===== config.mk =====
export PLATFORM = sky130hd
export DESIGN_NAME = apb_fabric
export DESIGN_NICKNAME = d
export VERILOG_FILES = /design/src/common/soc_pkg.sv /design/src/source/apb_fabric.sv
export VERILOG_INCLUDE_DIRS = /design/src /design/src/common
export SDC_FILE = /design/constraint.sdc
export NUM_CORES = 1
export LEC_CHECK = 0
export BUFFER_PORTS_ARGS = -buffer_cell sky130_fd_sc_hd__buf_2
export CAP_MARGIN = 10
export CORE_AREA = 8 8 88 90
export CTS_BUF_LIST = sky130_fd_sc_hd__clkbuf_4
export DETAILED_ROUTE_END_ITERATION = 12
export DIE_AREA = 0 0 96 98
export HOLD_SLACK_MARGIN = 0.06
export PLACE_DENSITY_LB_ADDON = 0.25
export SLEW_MARGIN = 20
export SYNTH_ARGS = -nofsm -noshare
export SYNTH_HDL_FRONTEND = slang
export SYNTH_SLANG_ARGS = --single-unit

===== constraint.sdc =====
create_clock -name clk -period 4.85 [get_ports clk]
set_clock_uncertainty 0.15 [all_clocks]
set_input_delay 0.97 -clock clk [delete_from_list [all_inputs] [get_ports clk]]
set_output_delay 0.97 -clock clk [all_outputs]
set_load 0.02 [all_outputs]

===== src/common/soc_cfg.svh =====
// SoC configuration macros
// Bus widths, region codes of the address map, memory depths
// and register offsets of the interruptor and GPIO blocks

`ifndef SOC_CFG_SVH
`define SOC_CFG_SVH

// Bus widths
`define SOC_ADDR_W 32
`define SOC_DATA_W 32

// Upper address nibble per slave
`define REGION_ROM   4'h1
`define REGION_CLINT 4'h2
`define REGION_GPIO  4'h4
`define REGION_RAM   4'h8

// Memory depths in words
`define ROM_WORDS 16
`define RAM_WORDS 256

// Interruptor register map
`define CLINT_MSIP        8'h00
`define CLINT_MTIMECMP_LO 8'h08
`define CLINT_MTIMECMP_HI 8'h0C
`define CLINT_MTIME_LO    8'h10
`define CLINT_MTIME_HI    8'h14

// GPIO register map
`define GPIO_W   8
`define GPIO_LED 8'h00
`define GPIO_SW  8'h04

`endif


===== src/common/soc_pkg.sv =====
// SoC bus types
// APB request and response structs, the address word union
// and the slave enumeration used by the fabric

`include "soc_cfg.svh"

package soc_pkg;

    // Number of slaves behind the fabric
    localparam int unsigned NUM_SLV = 4;

    // Master side of the APB
    typedef struct packed {
        logic [`SOC_ADDR_W-1:0] paddr;
        logic                   pwrite;
        logic [`SOC_DATA_W-1:0] pwdata;
        logic                   penable;
    } apb_req_t;

    // Slave side of the APB
    typedef struct packed {
        logic [`SOC_DATA_W-1:0] prdata;
        logic                   pready;
        logic                   pslverr;
    } apb_resp_t;

    // Address word, flat or split into region and offset
    typedef union packed {
        logic [`SOC_ADDR_W-1:0] flat;
        struct packed {
            logic [3:0]             region;
            logic [`SOC_ADDR_W-5:0] offset;
        } fields;
    } soc_addr_u;

    // Slot of each slave in the select and response vectors
    typedef enum logic [1:0] {
        SLV_ROM   = 2'd0,
        SLV_CLINT = 2'd1,
        SLV_GPIO  = 2'd2,
        SLV_RAM   = 2'd3
    } region_e;

endpackage


===== src/source/apb_fabric.sv =====
// Single-master APB fabric
// Region decode, slave select, response mux and error reply
// for unmapped addresses

`include "soc_cfg.svh"

module apb_fabric import soc_pkg::*; (
    input  logic                    clk,
    input  logic                    ndmreset_n,
    input  logic                    psel_i,
    input  apb_req_t                apb_req_i,
    output apb_resp_t               apb_resp_o,
    output logic      [NUM_SLV-1:0] slv_psel_o,
    input  apb_resp_t [NUM_SLV-1:0] slv_resp_i
);

    soc_addr_u addr;
    logic      setup;
    logic      access;

    // Decode of the current address
    logic      hit_d;
    region_e   idx_d;

    // Selection held from the setup cycle
    logic      hit_q;
    region_e   idx_q;

    logic      cur_hit;
    region_e   cur_idx;

    assign addr.flat = apb_req_i.paddr;
    assign setup     = psel_i & ~apb_req_i.penable;
    assign access    = psel_i & apb_req_i.penable;

    always_comb begin
        hit_d = 1'b1;
        idx_d = SLV_ROM;
        case (addr.fields.region)
            `REGION_ROM:   idx_d = SLV_ROM;
            `REGION_CLINT: idx_d = SLV_CLINT;
            `REGION_GPIO:  idx_d = SLV_GPIO;
            `REGION_RAM:   idx_d = SLV_RAM;
            default:       hit_d = 1'b0;
        endcase
    end

    always_ff @(posedge clk or negedge ndmreset_n) begin
        if (!ndmreset_n) begin
            hit_q <= 1'b0;
            idx_q <= SLV_ROM;
        end else if (setup) begin
            hit_q <= hit_d;
            idx_q <= idx_d;
        end
    end

    // Live decode in setup, held decode during access
    assign cur_hit = apb_req_i.penable ? hit_q : hit_d;
    assign cur_idx = apb_req_i.penable ? idx_q : idx_d;

    always_comb begin
        slv_psel_o = '0;
        if (psel_i && cur_hit) begin
            slv_psel_o[cur_idx] = 1'b1;
        end
    end

    // --------------------
    // Response path
    // --------------------
    always_comb begin
        apb_resp_o = '0;
        if (access && !hit_q) begin
            // Unmapped region answers at once with an error
            apb_resp_o.pready  = 1'b1;
            apb_resp_o.pslverr = 1'b1;
        end else if (psel_i && cur_hit) begin
            apb_resp_o = slv_resp_i[cur_idx];
        end
    end

endmodule


==> metrics.cfg <==
[critical_path]
setup.worst_path.end_class=primary output
required_ns=3.73
slowest_stage=o41a_2
crit_fanout=36
cp.arrival_ns=2.89
critPathTopFamily=compound AO/OA/AOI/OAI gates
path_buf_inv=3
cpPeakStageDelay_ns=0.66
crit_type=in -> out
crit_top_cell=buf_2
cp-start-kind=input pin
path_cells=buf_2, xnor2_1, o41a_2, buf_12, a21oi_1, a221oi_2, buf_2

[floorplanning]
ioPinCount=243
rows=30
initial_core_util_pct=24.0
core_region_area_mm2=0.00649
die_area_mm2=0.00941
die_y_um=98
die_w_um=96

[pwr]
finalPower_w=0.000339
p_leak_nw=1.21
vdd_drop_max_mv=0.0568
p_per_area_mw_per_mm2=134

[synth]
ys_ff_latch=3
syn_inst=195
synth-edff-count=0
synth_nets=400
synthDistinctLibCells=31
ys_warn_count=0
yosysSeqAreaShare_pct=4.81
avgSynthCellArea_um2=8.01
ys.flop_type=dfrtp_1
synthArstFlopShare_pct=100
syn_area_mm2=0.00156

[grt]
first_global_vias=2326
grt-ovfl-total=0
track_usage_pct=13.2
grt_first_pass_wirelength_um=10400
grt_antenna_before_repair=0
grt_max_degree=40

[sta]
worst_slew_pin_slew_ns=0.789
finalMaxSlewViolations=0
fin_crit_sh_pct=82.7
fin_crit_ns=4.01
setup_violations=0
clock.fmax_mhz=249
final.setup.tns_ns=0
slew_headroom_pct=46.7
rsz0062_at_grt=false
final_hold_viol_count=0
hold_ws_ns=0.355

[clock_network]
htreeDepth=1
cts-root-buf=clkbuf_4
clkLatencyLatePin_ns=0.22
post_cts_buffers=0
ctsResizeCount=0
cts_tree=yes
ctsHoldBuffers=0
cts_buffers=3
cts_max_path_buffers=2
clk_pin_slew_worst_paths_ns=0.04
clock_sinks=3

[run_status]
status=completed

[layout]
drive_gt1_share_pct=61.9
multi_input_area_mm2=0.00136
nets=566
syn2layout_area_growth_pct=61.5
layout_common_cells=buf_2 (181), nand2_1 (36), a21oi_1 (33)
final_common_cell=buf_2
register_area_um2=75.1
fillers=713
antennaDiodeCount=0
final_core_util_pct=38.8

[hold_path]
hold_class=reg -> reg

[drt]
dr.pass1.iters=4
dr_total_vias=2172
wl_per_cell_um=15.7
drtIter0Drc=42
drtAntennaViolNets=0
via_per_inst=4.94
wl_um=6900
drc=0

[flow_run]
cap_violations=0

[placement]
io_buffers=181
gp_congestion=0.797
dp_hpwl_um=5800

[registers in the layout, indices dropped and copies added, names as in the netlist]
name / cells
hit_q: 1
idx_q: 2
[power by group]
part | switching (W) | internal, W
clock | 0.0000115 | 0.0000363
sequential | 0.000000955 | 0.0000278
combinational | 0.000149 | 0.000113
[path summary, 6_finish.rpt]
check                                     startpoint                    to  slack (ns)  depth (start not counted)
min in group asynchronous                 ndmreset_n  idx_q[1]$_DFFE_PN0P_        0.38                          1
worst max register to register  idx_q[1]$_DFFE_PN0P_  idx_q[1]$_DFFE_PN0P_        3.96                          1
max in group asynchronous                 ndmreset_n     hit_q$_DFFE_PN0P_        4.07                          1
worst min register to register  idx_q[1]$_DFFE_PN0P_  idx_q[1]$_DFFE_PN0P_        0.36                          1
worst max-delay path                   apb_req_i[65]         apb_resp_o[6]        0.84                          7
worst min-delay path            idx_q[1]$_DFFE_PN0P_  idx_q[1]$_DFFE_PN0P_        0.36                          1
[stage by stage]
step                      setup WS, ns  instances  area (um2)
after detailed placement         0.828        436        2490
after floorplan                   1.14        195        1560
after global placement           0.882        436        2490
final                            0.841        440        2520
after CTS                        0.813        440        2520
after global routing             0.711        440        2520
[Yosys cell counts, drive strengths merged (2+ instances only)]
master / count / area, um2
xnor2: 2 / 17.5
clkbuf: 9 / 33.8
a211oi: 2 / 15.0
o41ai: 2 / 17.5
dfrtp: 3 / 75.1
mux2i: 32 / 320
and2: 2 / 12.5
a21boi: 2 / 18.8
a221oi: 34 / 473
nor3: 6 / 30.0
o311a: 2 / 20.0
buf: 16 / 109
o31ai: 4 / 43.8
nand2: 36 / 135
a21oi: 33 / 165
[cell type report]
type / count / area share, %
multi-input cells: 166 / 53.8
repair buffers: 186 / 37.9
well taps: 80 / 3.97
flip-flops and latches: 3 / 2.98
clock buffers: 4 / 1.19
inverters: 1 / 0.149
[cell families after synthesis]
kind of cell	after synthesis	share of synthesized area (%)
multiplexers	33	21.2
AO/OA/AOI/OAI	80	49.0
flip-flops	3	4.81
AND/OR/NAND/NOR	50	13.9
XOR/XNOR	3	1.68
buffers and inverters	26	9.37
[per-layer routing]
metal | wire (um) | GRT usage [%] | vias up
li1 | - | - | 1103
met1 | 2660 | 14.4 | 961
met2 | 3410 | 23.7 | 106
met3 | 806 | 4.37 | 2
met4 | 22 | 2.49 | 0
met5 | 0 | 0 | -
Power figures use the tool's default switching activity.
