$ cat src/common/soc_cfg.svh
// SoC configuration macros
// Bus widths, region codes of the address map, memory depths
// and register offsets of the interruptor and GPIO blocks

`ifndef SOC_CFG_SVH
`define SOC_CFG_SVH

// Bus widths
`define SOC_ADDR_W 32
`define SOC_DATA_W 32

// Upper address nibble per slave
`define REGION_ROM   4'h1
`define REGION_CLINT 4'h2
`define REGION_GPIO  4'h4
`define REGION_RAM   4'h8

// Memory depths in words
`define ROM_WORDS 16
`define RAM_WORDS 256

// Interruptor register map
`define CLINT_MSIP        8'h00
`define CLINT_MTIMECMP_LO 8'h08
`define CLINT_MTIMECMP_HI 8'h0C
`define CLINT_MTIME_LO    8'h10
`define CLINT_MTIME_HI    8'h14

// GPIO register map
`define GPIO_W   8
`define GPIO_LED 8'h00
`define GPIO_SW  8'h04

`endif

$ cat src/common/soc_pkg.sv
// SoC bus types
// APB request and response structs, the address word union
// and the slave enumeration used by the fabric

`include "soc_cfg.svh"

package soc_pkg;

    // Number of slaves behind the fabric
    localparam int unsigned NUM_SLV = 4;

    // Master side of the APB
    typedef struct packed {
        logic [`SOC_ADDR_W-1:0] paddr;
        logic                   pwrite;
        logic [`SOC_DATA_W-1:0] pwdata;
        logic                   penable;
    } apb_req_t;

    // Slave side of the APB
    typedef struct packed {
        logic [`SOC_DATA_W-1:0] prdata;
        logic                   pready;
        logic                   pslverr;
    } apb_resp_t;

    // Address word, flat or split into region and offset
    typedef union packed {
        logic [`SOC_ADDR_W-1:0] flat;
        struct packed {
            logic [3:0]             region;
            logic [`SOC_ADDR_W-5:0] offset;
        } fields;
    } soc_addr_u;

    // Slot of each slave in the select and response vectors
    typedef enum logic [1:0] {
        SLV_ROM   = 2'd0,
        SLV_CLINT = 2'd1,
        SLV_GPIO  = 2'd2,
        SLV_RAM   = 2'd3
    } region_e;

endpackage

$ cat src/clint/clint_timer.sv
// Core-local interruptor
// Half-rate tick, 64-bit machine timer and compare register,
// software interrupt bit and registered interrupt outputs

`include "soc_cfg.svh"

module clint_timer import soc_pkg::*; (
    input  logic      clk,
    input  logic      ndmreset_n,
    input  logic      psel_i,
    input  apb_req_t  apb_req_i,
    output apb_resp_t apb_resp_o,
    output logic      timer_irq_o,
    output logic      ipi_o
);

    soc_addr_u   addr;
    logic [7:0]  reg_off;
    logic        access;
    logic        wr_en;

    logic        rtc_q;
    logic        rtc_prev_q;
    logic        tick;

    logic [63:0] mtime_q;
    logic [63:0] mtimecmp_q;
    logic        msip_q;
    logic        timer_irq_q;

    assign addr.flat = apb_req_i.paddr;
    assign reg_off   = addr.fields.offset[7:0];
    assign access    = psel_i & apb_req_i.penable;
    assign wr_en     = access & apb_req_i.pwrite;

    // --------------------
    // Real-time tick
    // --------------------
    always_ff @(posedge clk or negedge ndmreset_n) begin
        if (!ndmreset_n) begin
            rtc_q      <= 1'b0;
            rtc_prev_q <= 1'b0;
        end else begin
            rtc_q      <= ~rtc_q;
            rtc_prev_q <= rtc_q;
        end
    end

    // Rising edge of the tick
    assign tick = rtc_q & ~rtc_prev_q;

    // --------------------
    // Timer registers
    // --------------------
    always_ff @(posedge clk or negedge ndmreset_n) begin
        if (!ndmreset_n) begin
            mtime_q     <= '0;
            mtimecmp_q  <= '1;
            msip_q      <= 1'b0;
            timer_irq_q <= 1'b0;
        end else begin
            // Bus write wins over the increment
            if (wr_en && reg_off == `CLINT_MTIME_LO) begin
                mtime_q[31:0] <= apb_req_i.pwdata;
            end else if (wr_en && reg_off == `CLINT_MTIME_HI) begin
                mtime_q[63:32] <= apb_req_i.pwdata;
            end else if (tick) begin
                mtime_q <= mtime_q + 64'd1;
            end
            if (wr_en && reg_off == `CLINT_MTIMECMP_LO) begin
                mtimecmp_q[31:0] <= apb_req_i.pwdata;
            end
            if (wr_en && reg_off == `CLINT_MTIMECMP_HI) begin
                mtimecmp_q[63:32] <= apb_req_i.pwdata;
            end
            if (wr_en && reg_off == `CLINT_MSIP) begin
                msip_q <= apb_req_i.pwdata[0];
            end
            timer_irq_q <= (mtime_q >= mtimecmp_q);
        end
    end

    // Read mux, unknown offsets give zero
    always_comb begin
        apb_resp_o         = '0;
        apb_resp_o.pready  = access;
        case (reg_off)
            `CLINT_MSIP:        apb_resp_o.prdata = {31'd0, msip_q};
            `CLINT_MTIMECMP_LO: apb_resp_o.prdata = mtimecmp_q[31:0];
            `CLINT_MTIMECMP_HI: apb_resp_o.prdata = mtimecmp_q[63:32];
            `CLINT_MTIME_LO:    apb_resp_o.prdata = mtime_q[31:0];
            `CLINT_MTIME_HI:    apb_resp_o.prdata = mtime_q[63:32];
            default:            apb_resp_o.prdata = '0;
        endcase
    end

    assign timer_irq_o = timer_irq_q;
    assign ipi_o       = msip_q;

endmodule

$ cat config.mk
export PLATFORM = sky130hd
export DESIGN_NAME = clint_timer
export DESIGN_NICKNAME = d
export VERILOG_FILES = /design/src/common/soc_pkg.sv /design/src/clint/clint_timer.sv
export VERILOG_INCLUDE_DIRS = /design/src /design/src/common
export SDC_FILE = /design/constraint.sdc
export NUM_CORES = 1
export LEC_CHECK = 0
export BUFFER_PORTS_ARGS = -buffer_cell sky130_fd_sc_hd__buf_4
export CORE_AREA = 2 2 130 132
export DETAILED_ROUTE_END_ITERATION = 10
export DIE_AREA = 0 0 132 134
export PLACE_DENSITY = 0.75
export SYNTH_ARGS = -nofsm -noshare
export SYNTH_HDL_FRONTEND = slang
export SYNTH_SLANG_ARGS = --single-unit
$ cat constraint.sdc
create_clock -name clk -period 2.5 [get_ports clk]
set_input_delay 0.125 -clock clk [delete_from_list [all_inputs] [get_ports clk]]
set_output_delay 0.125 -clock clk [all_outputs]
set_load 0.01 [all_outputs]
==> results of run 1 <==
[stage by stage]
| step | util | std cells | hold WS (ns) | total power, uW | worst slack (ns) |
|---|---|---|---|---|---|
| after floorplan | - | 1005 | -0.171 | 2630 | 0.244 |
| after global placement | 0.616 | 1315 | 0.172 | 2900 | 0.0636 |
| after detailed placement | 0.616 | 1315 | 0.176 | 2920 | 0.0366 |
| after CTS | 0.674 | 1380 | 0.0657 | 5620 | 0.0339 |
| after global routing | 0.676 | 1380 | 0.0933 | 5820 | 0.00174 |
| final | 0.676 | 1380 | 0.0949 | 5630 | 0.0932 |
[per-layer routing]
metal | track usage | wire length (um) | vias up | share of wire
li1 | - | - | 3954 | -
met1 | 0.424 | 11800 | 4242 | 0.43
met2 | 0.512 | 13000 | 407 | 0.48
met3 | 0.0525 | 1790 | 61 | 0.065
met4 | 0.118 | 698 | 0 | 0.026
met5 | 0 | 0 | - | 0
[area by class of cell]
cell class              instances  area [um2]
repair buffers                179        1530
clock buffers                  18         439
inverters                      74         278
well taps                     220         275
fillers                      1341        5280
flip-flops and latches        132        3380
multi-input cells             743        4920
clock inverters                14         185
[power breakdown]
group	leakage (uW)	internal (uW)	switching, uW	total (uW)
sequential	0.00155	2240	143	2380
clock	0.000290	1680	997	2680
combinational	0.00325	268	295	563
total	0.00509	4190	1430	5630
[worst max path at each step]
stage / cells after the start / slack, ns / start / end
6_report: 8 / 0.09 / mtimecmp_q[41] / timer_irq_o
5_1_grt: 8 / 0.002 / mtimecmp_q[41] / timer_irq_o
4_1_cts: 8 / 0.03 / mtimecmp_q[41] / timer_irq_o
3_5_place_dp: 8 / 0.04 / mtimecmp_q[41] / timer_irq_o
3_3_place_gp: 8 / 0.06 / mtimecmp_q[41] / timer_irq_o
2_1_floorplan: 8 / 0.24 / mtimecmp_q[43] / timer_irq_o
[synthesized netlist by cell type, drive strengths merged, types with 3 or more instances]
| cell | count |
|---|---|
| nor3 | 20 |
| a32oi | 10 |
| a2bb2oi | 3 |
| o41ai | 3 |
| or3 | 3 |
| or2 | 3 |
| nand2 | 149 |
| nor3b | 4 |
| a211oi | 5 |
| ha | 65 |
| o21ai | 64 |
| and2 | 11 |
| nor4 | 13 |
| dfrtp | 68 |
| a221o | 4 |
| a22o | 3 |
| nand2b | 6 |
| xor2 | 8 |
| mux2 | 35 |
| a222oi | 28 |
| a31oi | 20 |
| nand3 | 32 |
| dfstp | 64 |
| and3 | 11 |
| o311ai | 3 |
| buf | 31 |
| or4 | 4 |
| a41oi | 4 |
| clkbuf | 25 |
| inv | 74 |
| a21o | 4 |
| a22oi | 6 |
| nand4 | 24 |
| o22ai | 3 |
| a21oi | 63 |
| and4 | 13 |
| xnor2 | 21 |
| nor2 | 72 |
| a221oi | 6 |
[cell usage in the layout, fill, tap and decap left out, drive strengths merged, types with 18 or more instances in the layout]
cell type	n
a222oi	28
buf	146
nand4	24
dfrtp	68
a31oi	20
clkbuf	18
mux2	35
ha	65
nor2	72
a21oi	63
nand2	149
inv	74
dfstp	64
dlygate4sd3	33
o21ai	64
nand3	32
nor3	20
xnor2	21
[timing repair]
| item | CTS | global route |
|---|---|---|
| hold buffers | 33 | 0 |
| resized for setup | 0 | 5 |
| endpoints found under the hold margin | 134 | 0 |
| setup endpoints to repair | 0 | 2 |
[sequential cells by signal, summed over array words and instances (netlist names)]
register / count
rtc_prev_q: 1
mtimecmp_q: 64
ipi_o: 1
timer_irq_o: 1
mtime_q: 64
rtc_q: 1
[logic make-up (layout without fill, tap and decap cells)]
| family | Yosys count | count (layout) | share of synthesized area |
|---|---|---|---|
| compound gates | 243 | 243 | 0.183 |
| xor+xnor | 29 | 29 | 0.0287 |
| fa+ha+maj | 65 | 65 | 0.0920 |
| buf+inv | 130 | 285 | 0.0653 |
| flops | 132 | 132 | 0.383 |
| mux | 37 | 37 | 0.0473 |
| other cells | 1 | 1 | 0.000424 |
| simple gates | 368 | 368 | 0.201 |
[worst max-delay path: stages (launching register included)]
cell	delay [ns]
dfstp_2	0.54
inv_1	0.04
ha_1	0.30
a21oi_2	0.14
o21ai_0	0.09
a221o_1	0.36
a2111o_1	0.41
a221oi_2	0.29
o41ai_1	0.11
==> run_results.csv, run 1 <==
group,metric,value,unit
run_status,status,"finished, final reports clean",
logic_synthesis,syn_nets,1139,
timing,worstMarginPinSlew,0.632,ns
cts,post-cts-setup-buffers,0,
logic_synthesis,synth_top_cells_by_area,"dfrtp_1 19%, dfstp_2 19%, ha_1 9.2%, nand2_1 6.3%, mux2_2 4.3%",
logic_synthesis,synth_edf_count,0,
route,post_drt_wl_per_cell,19.8,um
timing,tns,0,ns
global_routing,gr-total-overflow,0,
logic_synthesis,syn-instance-count,1005,
floorplanning,die_w,132,um
logic_synthesis,synth_area_per_cell,8.79,um2
job,maxCapViolations,0,
timing,slew_headroom,0.579,
cts,clk_latency,0.43,ns
logic_synthesis,netlist_area,8840,um2
cts,cts_sinks,132,
setup_path,r2r_start,"mtimecmp_q[41]",
cts,clk_pin_slew,0.06,ns
finish,final_area,11000,um2
floorplanning,start_util,0.543,
route,drtIter0Drc,1070,
floorplanning,core-area,16300,um2
pwr,power-per-cell-area,511,nW/um2
setup_path,r2r_slack,0.09,ns
placed_design,portBuffers,79,
logic_synthesis,yosysTopAreaCellShare,0.193,
global_routing,grt_pass1_vias,8529,
route,first_pass_iters,8,
route,drc,0,
timing,fin_crit,2.41,ns
hold_path,min_from,"apb_req_i[36]",
floorplanning,fp.dieH,134,um
logic_synthesis,synth-seq-cells,132,
timing,grt_setup_unrepaired,"no",
finish,num-nets-final,1281,
route,wl,27300,um
finish,areaGrowthSynthToFinish,24.6,%
global_routing,gr-usage-all-layers,0.315,
hold_path,holdPathEnd,"mtime_q[4]",
setup_path,cp-start-kind,"flip-flop",
logic_synthesis,dominantRegCellSynth,"dfrtp_1",
timing,maxClockFrequency,415,MHz
route,dr_total_vias,8664,
logic_synthesis,ys_types,65,
pwr,peakVddDrop,0.522,mV
finish,drive_above_1_share,0.258,
timing,setup_viol,0,
placed_design,dpl.hpwl,19000,um
global_routing,grt_max_degree,49,
cts,cts_tree,"done",
route,detail-route-antenna-nets,0,
logic_synthesis,yosys_warnings,0,
setup_path,worstPathRequired,2.80,ns
placed_design,postPlaceCellArea,10000,um2
cts,cts.path.max_buffers,2,
setup_path,path_max_fanout,3,
logic_synthesis,async_flop_share,1.00,
logic_synthesis,synth_top_cell_by_area,"dfrtp_1",
floorplanning,fp.dieArea,17700,um2
setup_path,reg2reg_depth,8,
timing,skew,0.0107,ns
setup_path,rr_endpoint,"timer_irq_o",
global_routing,grt_pass1_wl,44400,um
timing,slew_viol_final,0,
hold_path,whs_path_depth,3,
timing,hold_viol,0,
floorplanning,boundaryPins,105,
logic_synthesis,yosysSeqAreaShare,0.383,
finish,diodes,0,
placed_design,globalplace.congestion,0.916,
floorplanning,num_rows,47,
cts,cts_max_level,4,
route,viasPerCell,6.28,
setup_path,end_kind,"flip-flop",
cts,clock-root-buffer,"clkbuf_16",
timing,timing.final.crit_share,0.963,
hold_path,hold_path.class,"input port to flip-flop",
pwr,leakage,0.00509,uW
setup_path,criticalPathCategory,"flip-flop to flip-flop",
cts,numCtsBuffers,17,
setup_path,critical_path_arrival,2.71,ns
global_routing,antenna_found_initial,0,
Note: power is estimated with default switching activity, not from simulation.
==> run 2, diff against run 1 <==
Settings changed: CELL_PAD_IN_SITES_DETAIL_PLACEMENT set to 2, CELL_PAD_IN_SITES_GLOBAL_PLACEMENT set to 2, CORE_AREA 2 2 130 132 to 2 2 160 162, DIE_AREA 0 0 132 134 to 0 0 162 164, PLACE_DENSITY 0.75 to not set, PLACE_DENSITY_LB_ADDON set to 0.1.
==> run 2 against run 1 <==
Final cell count up 11%. Global-route usage down 3.1 points. Register-to-register slack got worse by 0.04 ns. Largest cell class unchanged.
==> run_results.csv, run 2 (synthesized netlist as in run 1, its figures left out) <==
group,metric,value,unit
setup_path,worstPathRequired,2.83,ns
finish,top_regs,"mtime_q x64, mtimecmp_q x64",
cts,cts_max_level,4,
pwr,power-per-cell-area,502,nW/um2
finish,layout_common_cells,"173 x buf_4, 149 x nand2_1, 74 x inv_1",
job,maxCapViolations,0,
placed_design,dp_cells,1459,
timing,worstMarginPinSlew,0.593,ns
cts,cts_sinks,132,
floorplanning,die_w,162,um
cts,clk_latency,0.44,ns
pwr,peakVddDrop,0.327,mV
cts,cts_tree,"done",
route,first_pass_iters,7,
global_routing,grt_pass1_wl,57300,um
setup_path,cp-start-kind,"flip-flop",
setup_path,critical_path_arrival,2.78,ns
placed_design,globalplace.congestion,0.833,
placed_design,dpl.hpwl,26100,um
finish,seq_area,3380,um2
finish,areaGrowthSynthToFinish,29.6,%
finish,drive_above_1_share,0.283,
timing,timing.final.crit_share,0.977,
cts,clk_pin_slew,0.06,ns
setup_path,end_kind,"flip-flop",
timing,slew_headroom,0.605,
global_routing,gr-usage-all-layers,0.283,
floorplanning,core-area,24800,um2
finish,num-nets-final,1316,
route,viasPerCell,5.78,
cts,cts.path.max_buffers,2,
route,drc,0,
finish,nFillCells,2704,
floorplanning,num_rows,58,
timing,fin_crit,2.44,ns
floorplanning,fp.dieH,164,um
finish,final_common_cell,"buf_4",
timing,maxClockFrequency,409,MHz
placed_design,portBuffers,79,
setup_path,path_max_fanout,3,
timing,setup_viol,0,
timing,hold_viol,0,
route,post_drt_wl_per_cell,23.9,um
route,detail-route-antenna-nets,0,
route,wl,36400,um
global_routing,grt_max_degree,45,
run_status,status,"finished, final reports clean",
global_routing,gr-total-overflow,0,
route,drtIter0Drc,581,
timing,slew_viol_final,0,
global_routing,grt_pass1_vias,9820,
floorplanning,start_util,0.356,
finish,diodes,0,
cts,numCtsBuffers,17,
global_routing,antenna_found_initial,0,
setup_path,criticalPathCategory,"flip-flop to flip-flop",
timing,skew,0.00832,ns
pwr,leakage,0.00527,uW
hold_path,hold_path.class,"input port to flip-flop",
finish,multi_input_area,4990,um2
cts,clock-root-buffer,"clkbuf_16",
floorplanning,fp.dieArea,26600,um2
route,dr_total_vias,8813,
pwr,total_power,5750,uW
floorplanning,boundaryPins,105,
finish,fin_cells,1525,
finish,utilization,0.461,
[run 2: report_power, final]
group	internal, uW	switching, uW
Clock	1650	1060
Sequential	2240	128
Combinational	305	366
[run 2: metal layers]
layer | global-route usage | part of all wire | vias up
li1 | - | - | 4010
met2 | 0.486 | 0.49 | 182
met3 | 0.0316 | 0.028 | 46
met5 | 0 | 0 | -
met4 | 0.0849 | 0.020 | 0
met1 | 0.376 | 0.46 | 4575
[run 2: area by class of cell]
class,instances,share of cell area
inverters,74,0.0243
multi-input cells,743,0.436
flip-flops and latches,132,0.295
well taps,330,0.0361
clock buffers,24,0.0422
clock inverters,8,0.0107
repair buffers,214,0.156
[run 2: metrics by stage]
step	setup TNS, ns	setup WS [ns]	area [um2]	hold slack [ns]
after floorplan	0	0.244	8840	-0.171
after detailed placement	-0.0148	-0.0148	10400	0.107
final	0	0.0574	11400	0.0796
after global routing	-0.0781	-0.0781	11400	0.106
after CTS	0	0.00622	11400	0.0710
after global placement	0	0.0271	10400	0.0985
[run 2: critical path, stage by stage, from the launching register on]
cell	delay, ns
dfstp_2	0.56
inv_1	0.06
ha_1	0.30
nand2_1	0.08
nor3_1	0.19
buf_4	0.17
nand4_1	0.10
buf_4	0.19
o41ai_4	0.40
buf_4	0.19
a221oi_2	0.04
o41ai_2	0.06
[run 2: path summary, 6_finish.rpt]
path / from / end / slack, ns / cells past startpoint
max in group asynchronous: ndmreset_n / mtimecmp_q[36] / 1.48 / 3
min in group asynchronous: ndmreset_n / mtime_q[11] / 0.21 / 2
worst max register to register: mtimecmp_q[59] / timer_irq_o / 0.06 / 11
worst min register to register: rtc_q / rtc_prev_q / 0.42 / 0
worst min-delay path: apb_req_i[38] / ipi_o / 0.08 / 3
worst max-delay path: mtimecmp_q[59] / timer_irq_o / 0.06 / 11
[run 2: timing repair]
action	4_1_cts	5_1_grt
setup buffers	0	1
endpoints found under the setup margin	1	15
hold endpoints to repair	114	0
hold buffers	33	0
pin swaps	0	4
gates resized for setup	2	14
gates cloned	0	0
