===== config.mk =====
export PLATFORM = sky130hd
export DESIGN_NAME = gpio_regs
export DESIGN_NICKNAME = d
export VERILOG_FILES = /design/src/common/soc_pkg.sv /design/src/source/gpio_regs.sv
export VERILOG_INCLUDE_DIRS = /design/src /design/src/common
export SDC_FILE = /design/constraint.sdc
export NUM_CORES = 1
export LEC_CHECK = 0
export BUFFER_PORTS_ARGS = -buffer_cell sky130_fd_sc_hd__buf_4
export CAP_MARGIN = 20
export CORE_ASPECT_RATIO = 0.8
export CORE_MARGIN = 2
export CORE_UTILIZATION = 30
export CTS_CLUSTER_DIAMETER = 30
export DETAILED_ROUTE_END_ITERATION = 8
export PLACE_DENSITY = 0.74
export SYNTH_ARGS = -nofsm -noshare
export SYNTH_HDL_FRONTEND = slang
export SYNTH_SLANG_ARGS = --single-unit
export TNS_END_PERCENT = 50

===== constraint.sdc =====
create_clock -name clk -period 1 [get_ports clk]
set_clock_uncertainty 0.15 [all_clocks]
set_input_delay 0.15 -clock clk [delete_from_list [all_inputs] [get_ports clk]]
set_output_delay 0.15 -clock clk [all_outputs]
set_load 0.02 [all_outputs]

===== src/common/soc_cfg.svh =====
// SoC configuration macros
// Bus widths, region codes of the address map, memory depths
// and register offsets of the interruptor and GPIO blocks

`ifndef SOC_CFG_SVH
`define SOC_CFG_SVH

// Bus widths
`define SOC_ADDR_W 32
`define SOC_DATA_W 32

// Upper address nibble per slave
`define REGION_ROM   4'h1
`define REGION_CLINT 4'h2
`define REGION_GPIO  4'h4
`define REGION_RAM   4'h8

// Memory depths in words
`define ROM_WORDS 16
`define RAM_WORDS 256

// Interruptor register map
`define CLINT_MSIP        8'h00
`define CLINT_MTIMECMP_LO 8'h08
`define CLINT_MTIMECMP_HI 8'h0C
`define CLINT_MTIME_LO    8'h10
`define CLINT_MTIME_HI    8'h14

// GPIO register map
`define GPIO_W   8
`define GPIO_LED 8'h00
`define GPIO_SW  8'h04

`endif


===== src/common/soc_pkg.sv =====
// SoC bus types
// APB request and response structs, the address word union
// and the slave enumeration used by the fabric

`include "soc_cfg.svh"

package soc_pkg;

    // Number of slaves behind the fabric
    localparam int unsigned NUM_SLV = 4;

    // Master side of the APB
    typedef struct packed {
        logic [`SOC_ADDR_W-1:0] paddr;
        logic                   pwrite;
        logic [`SOC_DATA_W-1:0] pwdata;
        logic                   penable;
    } apb_req_t;

    // Slave side of the APB
    typedef struct packed {
        logic [`SOC_DATA_W-1:0] prdata;
        logic                   pready;
        logic                   pslverr;
    } apb_resp_t;

    // Address word, flat or split into region and offset
    typedef union packed {
        logic [`SOC_ADDR_W-1:0] flat;
        struct packed {
            logic [3:0]             region;
            logic [`SOC_ADDR_W-5:0] offset;
        } fields;
    } soc_addr_u;

    // Slot of each slave in the select and response vectors
    typedef enum logic [1:0] {
        SLV_ROM   = 2'd0,
        SLV_CLINT = 2'd1,
        SLV_GPIO  = 2'd2,
        SLV_RAM   = 2'd3
    } region_e;

endpackage


===== src/source/gpio_regs.sv =====
// GPIO block behind APB
// LED output register and synchronized switch inputs

`include "soc_cfg.svh"

module gpio_regs import soc_pkg::*; (
    input  logic               clk,
    input  logic               ndmreset_n,
    input  logic               psel_i,
    input  apb_req_t           apb_req_i,
    output apb_resp_t          apb_resp_o,
    output logic [`GPIO_W-1:0] led_o,
    input  logic [`GPIO_W-1:0] sw_i
);

    soc_addr_u          addr;
    logic [7:0]         reg_off;
    logic               access;
    logic [`GPIO_W-1:0] led_q;
    logic [`GPIO_W-1:0] sw_meta_q;
    logic [`GPIO_W-1:0] sw_sync_q;

    assign addr.flat = apb_req_i.paddr;
    assign reg_off   = addr.fields.offset[7:0];
    assign access    = psel_i & apb_req_i.penable;

    always_ff @(posedge clk or negedge ndmreset_n) begin
        if (!ndmreset_n) begin
            led_q     <= '0;
            sw_meta_q <= '0;
            sw_sync_q <= '0;
        end else begin
            // Switches are asynchronous to the clock
            sw_meta_q <= sw_i;
            sw_sync_q <= sw_meta_q;
            if (access && apb_req_i.pwrite && reg_off == `GPIO_LED) begin
                led_q <= apb_req_i.pwdata[`GPIO_W-1:0];
            end
        end
    end

    // Read-back, zero-extended to the bus width
    always_comb begin
        apb_resp_o        = '0;
        apb_resp_o.pready = access;
        case (reg_off)
            `GPIO_LED: apb_resp_o.prdata = {{(`SOC_DATA_W-`GPIO_W){1'b0}}, led_q};
            `GPIO_SW:  apb_resp_o.prdata = {{(`SOC_DATA_W-`GPIO_W){1'b0}}, sw_sync_q};
            default:   apb_resp_o.prdata = '0;
        endcase
    end

    assign led_o = led_q;

endmodule


==> results of run 1 <==
-- worst paths after layout --
path                         startpoint             to  depth (start not counted)
min in group asynchronous    ndmreset_n   sw_meta_q[4]                          2
min reg2reg                sw_meta_q[1]   sw_sync_q[1]                          0
max                            led_o[5]  apb_resp_o[7]                          3
min                        apb_req_i[1]       led_o[0]                          2
max reg2reg                    led_o[1]       led_o[1]                          2
max in group asynchronous    ndmreset_n       led_o[2]                          2
-- state kept, by name, summed over array words and instances, names as in the netlist --
register,flops
sw_sync_q,8
sw_meta_q,8
led_o,8
-- cell families (layout without fill, tap and decap cells) --
logic type | Yosys count | in the layout
buffers and inverters | 27 | 73
DFF | 24 | 24
muxes | 16 | 16
other | 1 | 25
and+or+nand+nor | 14 | 14
-- stage by stage --
stage	cells	area [sq um]	TNS, ns	total power, W
after global routing	194	1780	-8.04	0.00209
after CTS	192	1760	-6.24	0.00201
after detailed placement	175	1450	-7.36	0.00131
final	194	1780	-6.97	0.00199
after global placement	175	1450	-6.76	0.00130
after floorplan	106	1190	-3.95	0.00125
-- repair_timing --
item | 4_1_cts | 5_1_grt
endpoints found under the setup margin | 24 | 24
hold endpoints to repair | 40 | 8
setup buffers | 4 | 3
gates resized for setup | 34 | 1
pin swaps | 1 | 1
-- worst max-delay path, cell delays in order, from the launching register on --
cell,delay [ns]
dfrtp_1,0.41
mux2i_2,0.22
nor2_4,0.05
buf_6,0.13
-- final cells by class --
class | instances | area, sq um
Sequential cell | 24 | 601
Tap cell | 42 | 52.6
Timing Repair Buffer | 69 | 616
Fill cell | 295 | 1640
Multi-Input combinational cell | 55 | 455
Clock buffer | 4 | 55.1
-- metal layers --
layer	global-route usage, %	vias up	share of wire (%)	wire [um]
met4	0	0	0	0
met2	20.6	49	53	1180
met1	12.5	362	35	773
met5	0	-	0	0
met3	4.42	0	11	253
li1	-	359	-	-
-- power groups by stage --
stage	sequential (W)	clock, W	combinational (W)
finish	0.00102	0.000632	0.000335
global placement	0.00104	0	0.000268
global route	0.00103	0.000700	0.000360
CTS	0.00102	0.000651	0.000333
floorplan	0.00104	0	0.000210
detailed placement	0.00104	0	0.000273
-- placed cells by master (no fill, tap or decap), drive strengths merged --
cell type / synthesis / layout
mux2i: 8 / 8
nand2: 1 / 1
nor2b: 1 / 1
nor2: 8 / 8
nand4: 1 / 1
mux2: 8 / 8
and2: 1 / 1
clkbuf: 0 / 4
dlygate4sd3: 0 / 9
nor3: 1 / 1
conb: 1 / 25
buf: 27 / 60
dfrtp: 24 / 24
nor4: 1 / 1
==> impl_metrics.ini, run 1 <==
[outcome]
status = finished with violations
failed_checks = negative hold slack, negative setup slack

[finish]
area_growth_pct = 65.3
diodes = 0
postLayoutCoreUtil_pct = 52.0
layout-drive-gt1-share_pct = 60.5
layout.nets = 230

[worst_setup_path]
worstPathMaxFanout = 2
r2r_slack_ns = -0.06
cp.required_ns = 0.70
worstSetupStartpointType = register
arrival_ns = 1.05
end_kind = output port
crit_type = reg2out

[global_route]
grt_max_degree = 25
antenna_found_initial = 0
grt_remaining_overflow = 0
grt_pass1_wl_mm = 3.56
grt_util_all_layers_pct = 10.9
grt_pass1_vias = 801

[job]
max_cap_viol_count = 0

[drt]
wire_per_inst_um = 11.4
route.vias.total = 770
drt.antenna.violating_nets = 0
drt_iter0_markers = 2
vias_per_cell = 3.97
drc_errors = 0
totalWireLength_mm = 2.21
first_pass_iters = 2

[placement]
portBuffers = 45
dp_hpwl_mm = 1.66
finalWeightedCongestion = 0.793
dpl_worst_slack_ns = -0.491

[floorplanning]
io_pins = 119
die-area_sq_um = 4080
core_sq_um = 3420
rows = 19
die_h_um = 57.6
floorplan.initialDensity_pct = 31.4
die_w_um = 71.0

[synthesis]
syn_area_per_cell_sq_um = 13.1
synth_compound_area_share_pct = 0
syn_area_sq_um = 1080
synth_most_common_cell = buf_4
synthMuxAreaShare_pct = 15.8
ys_async_sr_fraction_pct = 100
synth-edff-count = 0
ys_warn_count = 0
synth_top_family_by_area = buffers and inverters
ys_top_cells_by_area = dfrtp_1, buf_4, mux2_2, mux2i_1, nor2_1
synth-simple-area-share_pct = 9.19
yosysUniqueCellTypes = 12
ys_ff_latch = 24
syn-instance-count = 82
synth-seq-area-share_pct = 55.8
synth_top_flop_cell = dfrtp_1
synth-adder-area-share_pct = 0
synth_xor_area_share_pct = 0
synth_top_area_cell = dfrtp_1
netlist.area_leader.share_pct = 55.8
synthTopCellsByCount = buf_4, dfrtp_1, mux2_2, mux2i_1, nor2_1

[power]
p_clk_share_pct = 31.8
power_frac_seq_pct = 51.4
p_int_w = 0.00151
comb_power_share_pct = 16.8
ir_drop_mv = 0.750
p_leak_nw = 0.874
switching_share_pct = 24.0
p_per_area_nw_per_um2 = 1120
switchingPower_w = 0.000478

[cts]
root_buffer = clkbuf_8
cts_sinks = 24
cts_hold_buf = 9
clk_latency_ns = 0.26
cts_buffers = 3
tritoncts = done
clkSlewWorstSetupHoldPaths_ns = 0.08
cts_buffer_depth = 2
h-tree-depth = 1

[sta]
hold_viol = 8
setup_ws_ns = -0.355
rsz0062_at_grt = yes
layout_min_cycle_time_ns = 1.35
post-route-period-util_pct = 135
fin_hold_ws_ns = -0.0332
maxSlewViolCount = 0
timing.fmax_mhz = 738
report.final.setup_viol = 24

[worst_hold_path]
hp-class = in2reg
(Power assumes the default switching activity.)
==> run 2: changes to the inputs <==
--- a/config.mk
+++ b/config.mk
@@ -13,7 +13,7 @@
 export CORE_UTILIZATION = 30
 export CTS_CLUSTER_DIAMETER = 30
 export DETAILED_ROUTE_END_ITERATION = 8
-export PLACE_DENSITY = 0.74
+export PLACE_DENSITY_LB_ADDON = 0.08
 export SYNTH_ARGS = -nofsm -noshare
 export SYNTH_HDL_FRONTEND = slang
 export SYNTH_SLANG_ARGS = --single-unit
==> run 2 against run 1 <==
Effect of this change:
- utilization is 0.11 points higher
- routed wire length is 0.54% higher
- total power is 4.3% lower
- largest power group unchanged
- critical endpoint is now apb_resp_o[6]
- setup slack worse by 0.0023 ns
- register-to-register slack worse by 0.08 ns
- hold slack better by 0.0026 ns
- via count is 0.13% higher
- sequential power hardly changed
- the flow still finishes with violations (negative hold slack, negative setup slack)
==> impl_metrics.ini, run 2 (synthesized netlist as in run 1, its figures left out) <==
[outcome]
status = finished with violations
failed_checks = negative hold slack, negative setup slack

[finish]
most-common-layout-cells = buf_4, conb_1, dfrtp_1, buf_6, dlygate4sd3_1
layout-drive-gt1-share_pct = 60.4
area_growth_pct = 65.7
nFillCells = 320
diodes = 0
layout.nets = 228
final_common_cell = buf_4

[worst_setup_path]
end_kind = output port
crit_type = reg2out
slowest_delay_ns = 0.41
slowest_stage = dfrtp_1
crit_family = flip-flops
arrival_ns = 1.06
cp.required_ns = 0.70
worstPathMaxFanout = 3
crit_chain = mux2i_2 -> nor2_4 -> buf_6
worstSetupStartpointType = register
cp_num_buf_inv = 1

[cts]
h-tree-depth = 1
cts_buffers = 3
clk_latency_ns = 0.26
clkSlewWorstSetupHoldPaths_ns = 0.08
root_buffer = clkbuf_8
cts_hold_buf = 9
cts_buffer_depth = 2
cts_sinks = 24
tritoncts = done

[placement]
portBuffers = 45
dpl_worst_slack_ns = -0.483
finalWeightedCongestion = 0.731
dp_hpwl_mm = 1.61

[sta]
post-route-period-util_pct = 136
hold_viol = 8
timing.fmax_mhz = 737
layout_min_cycle_time_ns = 1.36
fin_setup_tns_ns = -5.92
report.final.setup_viol = 24
setup_ws_ns = -0.357
maxSlewViolCount = 0
fin_hold_ws_ns = -0.0306
rsz0062_at_grt = yes

[floorplanning]
die-area_sq_um = 4080
core_sq_um = 3420
die_w_um = 71.0
rows = 19
floorplan.initialDensity_pct = 31.4
io_pins = 119
die_h_um = 57.6

[global_route]
antenna_found_initial = 0
grt_max_degree = 25
grt_util_all_layers_pct = 11.0
grt_pass1_wl_mm = 3.44
grt_remaining_overflow = 0
grt_pass1_vias = 754

[drt]
route.vias.total = 771
drc_errors = 0
totalWireLength_mm = 2.22
wire_per_inst_um = 11.6
drt.antenna.violating_nets = 0
drt_iter0_markers = 8
vias_per_cell = 4.04
first_pass_iters = 2

[power]
p_leak_nw = 0.862
ir_drop_mv = 1.32
p_per_area_nw_per_um2 = 1070

[job]
max_cap_viol_count = 0

[worst_hold_path]
hp-class = in2reg
-- run 2: timing repair --
item / CTS / global route
endpoints found under the hold margin: 40 / 8
pin swaps: 6 / 6
resized for setup: 34 / 6
buffers inserted: 2 / 1
setup endpoints to repair: 24 / 24
-- run 2: layout make-up --
| class | count | area [sq um] | area share (%) |
|---|---|---|---|
| repair buffers | 67 | 624 | 35.0 |
| flip-flops and latches | 24 | 601 | 33.7 |
| multi-input cells | 55 | 464 | 26.0 |
| well taps | 42 | 52.6 | 2.95 |
| clock buffers | 3 | 41.3 | 2.32 |
-- run 2: worst paths after layout --
| check | from | end | slack (ns) | cells after the start |
|---|---|---|---|---|
| setup / recovery | led_o[4] | apb_resp_o[6] | -0.36 | 3 |
| hold / removal | apb_req_i[8] | led_o[7] | -0.03 | 2 |
| setup reg to reg | led_o[5] | led_o[5] | -0.14 | 3 |
| hold reg to reg | sw_meta_q[0] | sw_sync_q[0] | 0.20 | 0 |
| max in group asynchronous | ndmreset_n | sw_meta_q[5] | 0.29 | 2 |
| min in group asynchronous | ndmreset_n | sw_meta_q[0] | 0.17 | 2 |
-- run 2: power breakdown --
group / internal, W / switching [W]
clock network: 0.000269 / 0.000275
logic: 0.000157 / 0.000183
registers: 0.00101 / 0.0000150
-- run 2: routing by layer --
layer | GRT usage [%] | routed length, um
met1 | 12.3 | 907
met2 | 20.6 | 1070
met3 | 5.30 | 243
met4 | 0 | 0
met5 | 0 | 0
-- run 2: per-stage QoR --
stage / hold WS [ns] / instances / utilization, % / power, W / area, sq um
floorplan: -0.296 / 106 / - / 0.00125 / 1190
global placement: -0.0828 / 176 / 42.8 / 0.00131 / 1470
detailed placement: -0.0790 / 176 / 42.8 / 0.00131 / 1470
CTS: -0.0406 / 190 / 51.2 / 0.00194 / 1750
global route: -0.0412 / 191 / 52.1 / 0.00201 / 1780
finish: -0.0306 / 191 / 52.1 / 0.00191 / 1780
==> run 3: changes to the inputs <==
--- a/config.mk
+++ b/config.mk
@@ -8,9 +8,11 @@
 export LEC_CHECK = 0
 export BUFFER_PORTS_ARGS = -buffer_cell sky130_fd_sc_hd__buf_4
 export CAP_MARGIN = 20
+export CELL_PAD_IN_SITES_DETAIL_PLACEMENT = 1
+export CELL_PAD_IN_SITES_GLOBAL_PLACEMENT = 2
 export CORE_ASPECT_RATIO = 0.8
-export CORE_MARGIN = 2
-export CORE_UTILIZATION = 30
+export CORE_MARGIN = 3
+export CORE_UTILIZATION = 15
 export CTS_CLUSTER_DIAMETER = 30
 export DETAILED_ROUTE_END_ITERATION = 8
 export PLACE_DENSITY_LB_ADDON = 0.08
==> run 3 against run 2 <==
Effect of this change:
- global-route usage fell by 3.7 points
- via count shrank 2.2%
- the run still ends with negative hold slack, negative setup slack left
- total power grew 1.4%
- routed wire length increased by 33%
- sequential share of layout area decreased by 1.3 points
- die area increased by 100%
- sequential cell count stayed put
- setup slack lost 0.023 ns
- highest routed layer is now met4
- combinational power rose by 2%
- clock power increased by 3%
- register-to-register slack improved by 0.07 ns
- cell count rose by 23%
==> impl_metrics.ini, run 3 (synthesized netlist as in run 1, its figures left out) <==
[finish]
nFillCells = 744
layout-drive-gt1-share_pct = 60.9
multi_input_area_sq_um = 468
diodes = 0
final_cell_area_sq_um = 1850
layout.nets = 230
most-common-layout-cells = buf_4, conb_1, dfrtp_1, buf_6, dlygate4sd3_1
regArea_sq_um = 601
final_common_cell = buf_4
area_growth_pct = 72.3

[sta]
report.final.setup_viol = 24
fin_hold_ws_ns = -0.0337
hold_viol = 8
layout_min_cycle_time_ns = 1.38
rsz0062_at_grt = yes
setup_ws_ns = -0.380
post-route-period-util_pct = 138
maxSlewViolCount = 0
timing.fmax_mhz = 725

[floorplanning]
die-area_sq_um = 8230
rows = 26
core_sq_um = 6670
die_w_um = 101
io_pins = 119
die_h_um = 81.8
floorplan.initialDensity_pct = 16.1

[drt]
wire_per_inst_um = 12.5
first_pass_iters = 2
route.vias.total = 754
drt_iter0_markers = 4
totalWireLength_mm = 2.95
vias_per_cell = 3.21
drt.antenna.violating_nets = 0
drc_errors = 0

[worst_setup_path]
cp_num_buf_inv = 1
arrival_ns = 1.08
reg2reg_to = led_o[0]
crit_family = flip-flops
cp.required_ns = 0.70
cp-endpoint = apb_resp_o[2]
worstSetupStartpointType = register
critical_path.startpoint = led_o[0]
r2r_cells = 2
slowest_stage = dfrtp_1
end_kind = output port
crit_chain = mux2i_2 -> nor2_4 -> buf_6
slowest_delay_ns = 0.42
r2r-start = led_o[0]
r2r_slack_ns = -0.07
crit_type = reg2out
worstPathMaxFanout = 3
crit_cells = 3

[cts]
cts_hold_buf = 9
clkSlewWorstSetupHoldPaths_ns = 0.08
root_buffer = clkbuf_8
cts_buffers = 3
cts_buffer_depth = 2
clk_latency_ns = 0.26
cts_sinks = 24
h-tree-depth = 1
tritoncts = done

[global_route]
grt_max_degree = 25
grt_pass1_wl_mm = 4.56
grt_use_met1_pct = 9.58
antenna_found_initial = 0
grt_util_all_layers_pct = 7.32
grt_pass1_vias = 891
grtUsageMet2_pct = 11.5
top_usage_layer = met2
grt_remaining_overflow = 0
grt_use_met3_pct = 3.31

[worst_hold_path]
hp-start = apb_req_i[8]
hp-class = in2reg

[power]
p_per_area_nw_per_um2 = 1040
p_leak_nw = 0.877
p_total_w = 0.00193
ir_drop_mv = 0.558

[outcome]
failed_checks = negative hold slack, negative setup slack
status = finished with violations

[placement]
finalWeightedCongestion = 0.728
dpl_worst_slack_ns = -0.553
portBuffers = 45
dp_hpwl_mm = 2.23
placed_area_sq_um = 1530

[job]
max_cap_viol_count = 0
-- run 3: cell types whose count changed in the layout (fill, tap and decap cells not counted), sizes merged --
cell,delta
buf,+2
-- run 3: metrics by stage --
step / cells / hold WS, ns / utilization, % / TNS (ns)
floorplan: 106 / -0.296 / - / -3.95
global placement: 219 / -0.0710 / 22.9 / -7.53
detailed placement: 219 / -0.0693 / 22.9 / -8.12
CTS: 233 / -0.0477 / 27.4 / -7.00
global route: 235 / -0.0505 / 27.8 / -8.25
finish: 235 / -0.0337 / 27.8 / -6.65
-- run 3: what timing repair did --
action | CTS | global route
setup endpoints to repair | 24 | 24
endpoints found under the hold margin | 40 | 8
gates resized for setup | 38 | 3
pin swaps | 2 | 1
buffers inserted | 3 | 3
-- run 3: worst min path at each step --
| stage | to | slack [ns] | cells past startpoint |
|---|---|---|---|
| 6_report | led_o[7] | -0.03 | 2 |
| 4_1_cts | led_o[7] | -0.05 | 2 |
| 2_1_floorplan | led_o[0] | -0.30 | 0 |
| 3_5_place_dp | sw_meta_q[2] | -0.07 | 1 |
| 5_1_grt | led_o[7] | -0.05 | 2 |
| 3_3_place_gp | sw_meta_q[2] | -0.07 | 1 |
-- run 3: metal layers --
| metal | part of all wire (%) | vias to the layer above |
|---|---|---|
| li1 | - | 353 |
| met4 | 0.14 | 0 |
| met2 | 44 | 48 |
| met5 | 0 | - |
| met1 | 43 | 351 |
| met3 | 12 | 2 |
-- run 3: report_power, final --
part / internal, W / switching (W)
clock network: 0.000269 / 0.000294
registers: 0.00101 / 0.0000161
logic: 0.000158 / 0.000187
-- run 3: worst reg2reg max path, delay by kind of cell, from the launching register on --
| kind | cells | cell delay, ns |
|---|---|---|
| mux | 1 | 0.25 |
| buf+inv | 1 | 0.14 |
| flops | 1 | 0.42 |
-- run 3: final cells by class --
cell class,instances,area share [%]
timing repair buffer,69,34.5
multi-input combinational,55,25.2
tap,84,5.67
clock buffer,3,2.23
sequential,24,32.4
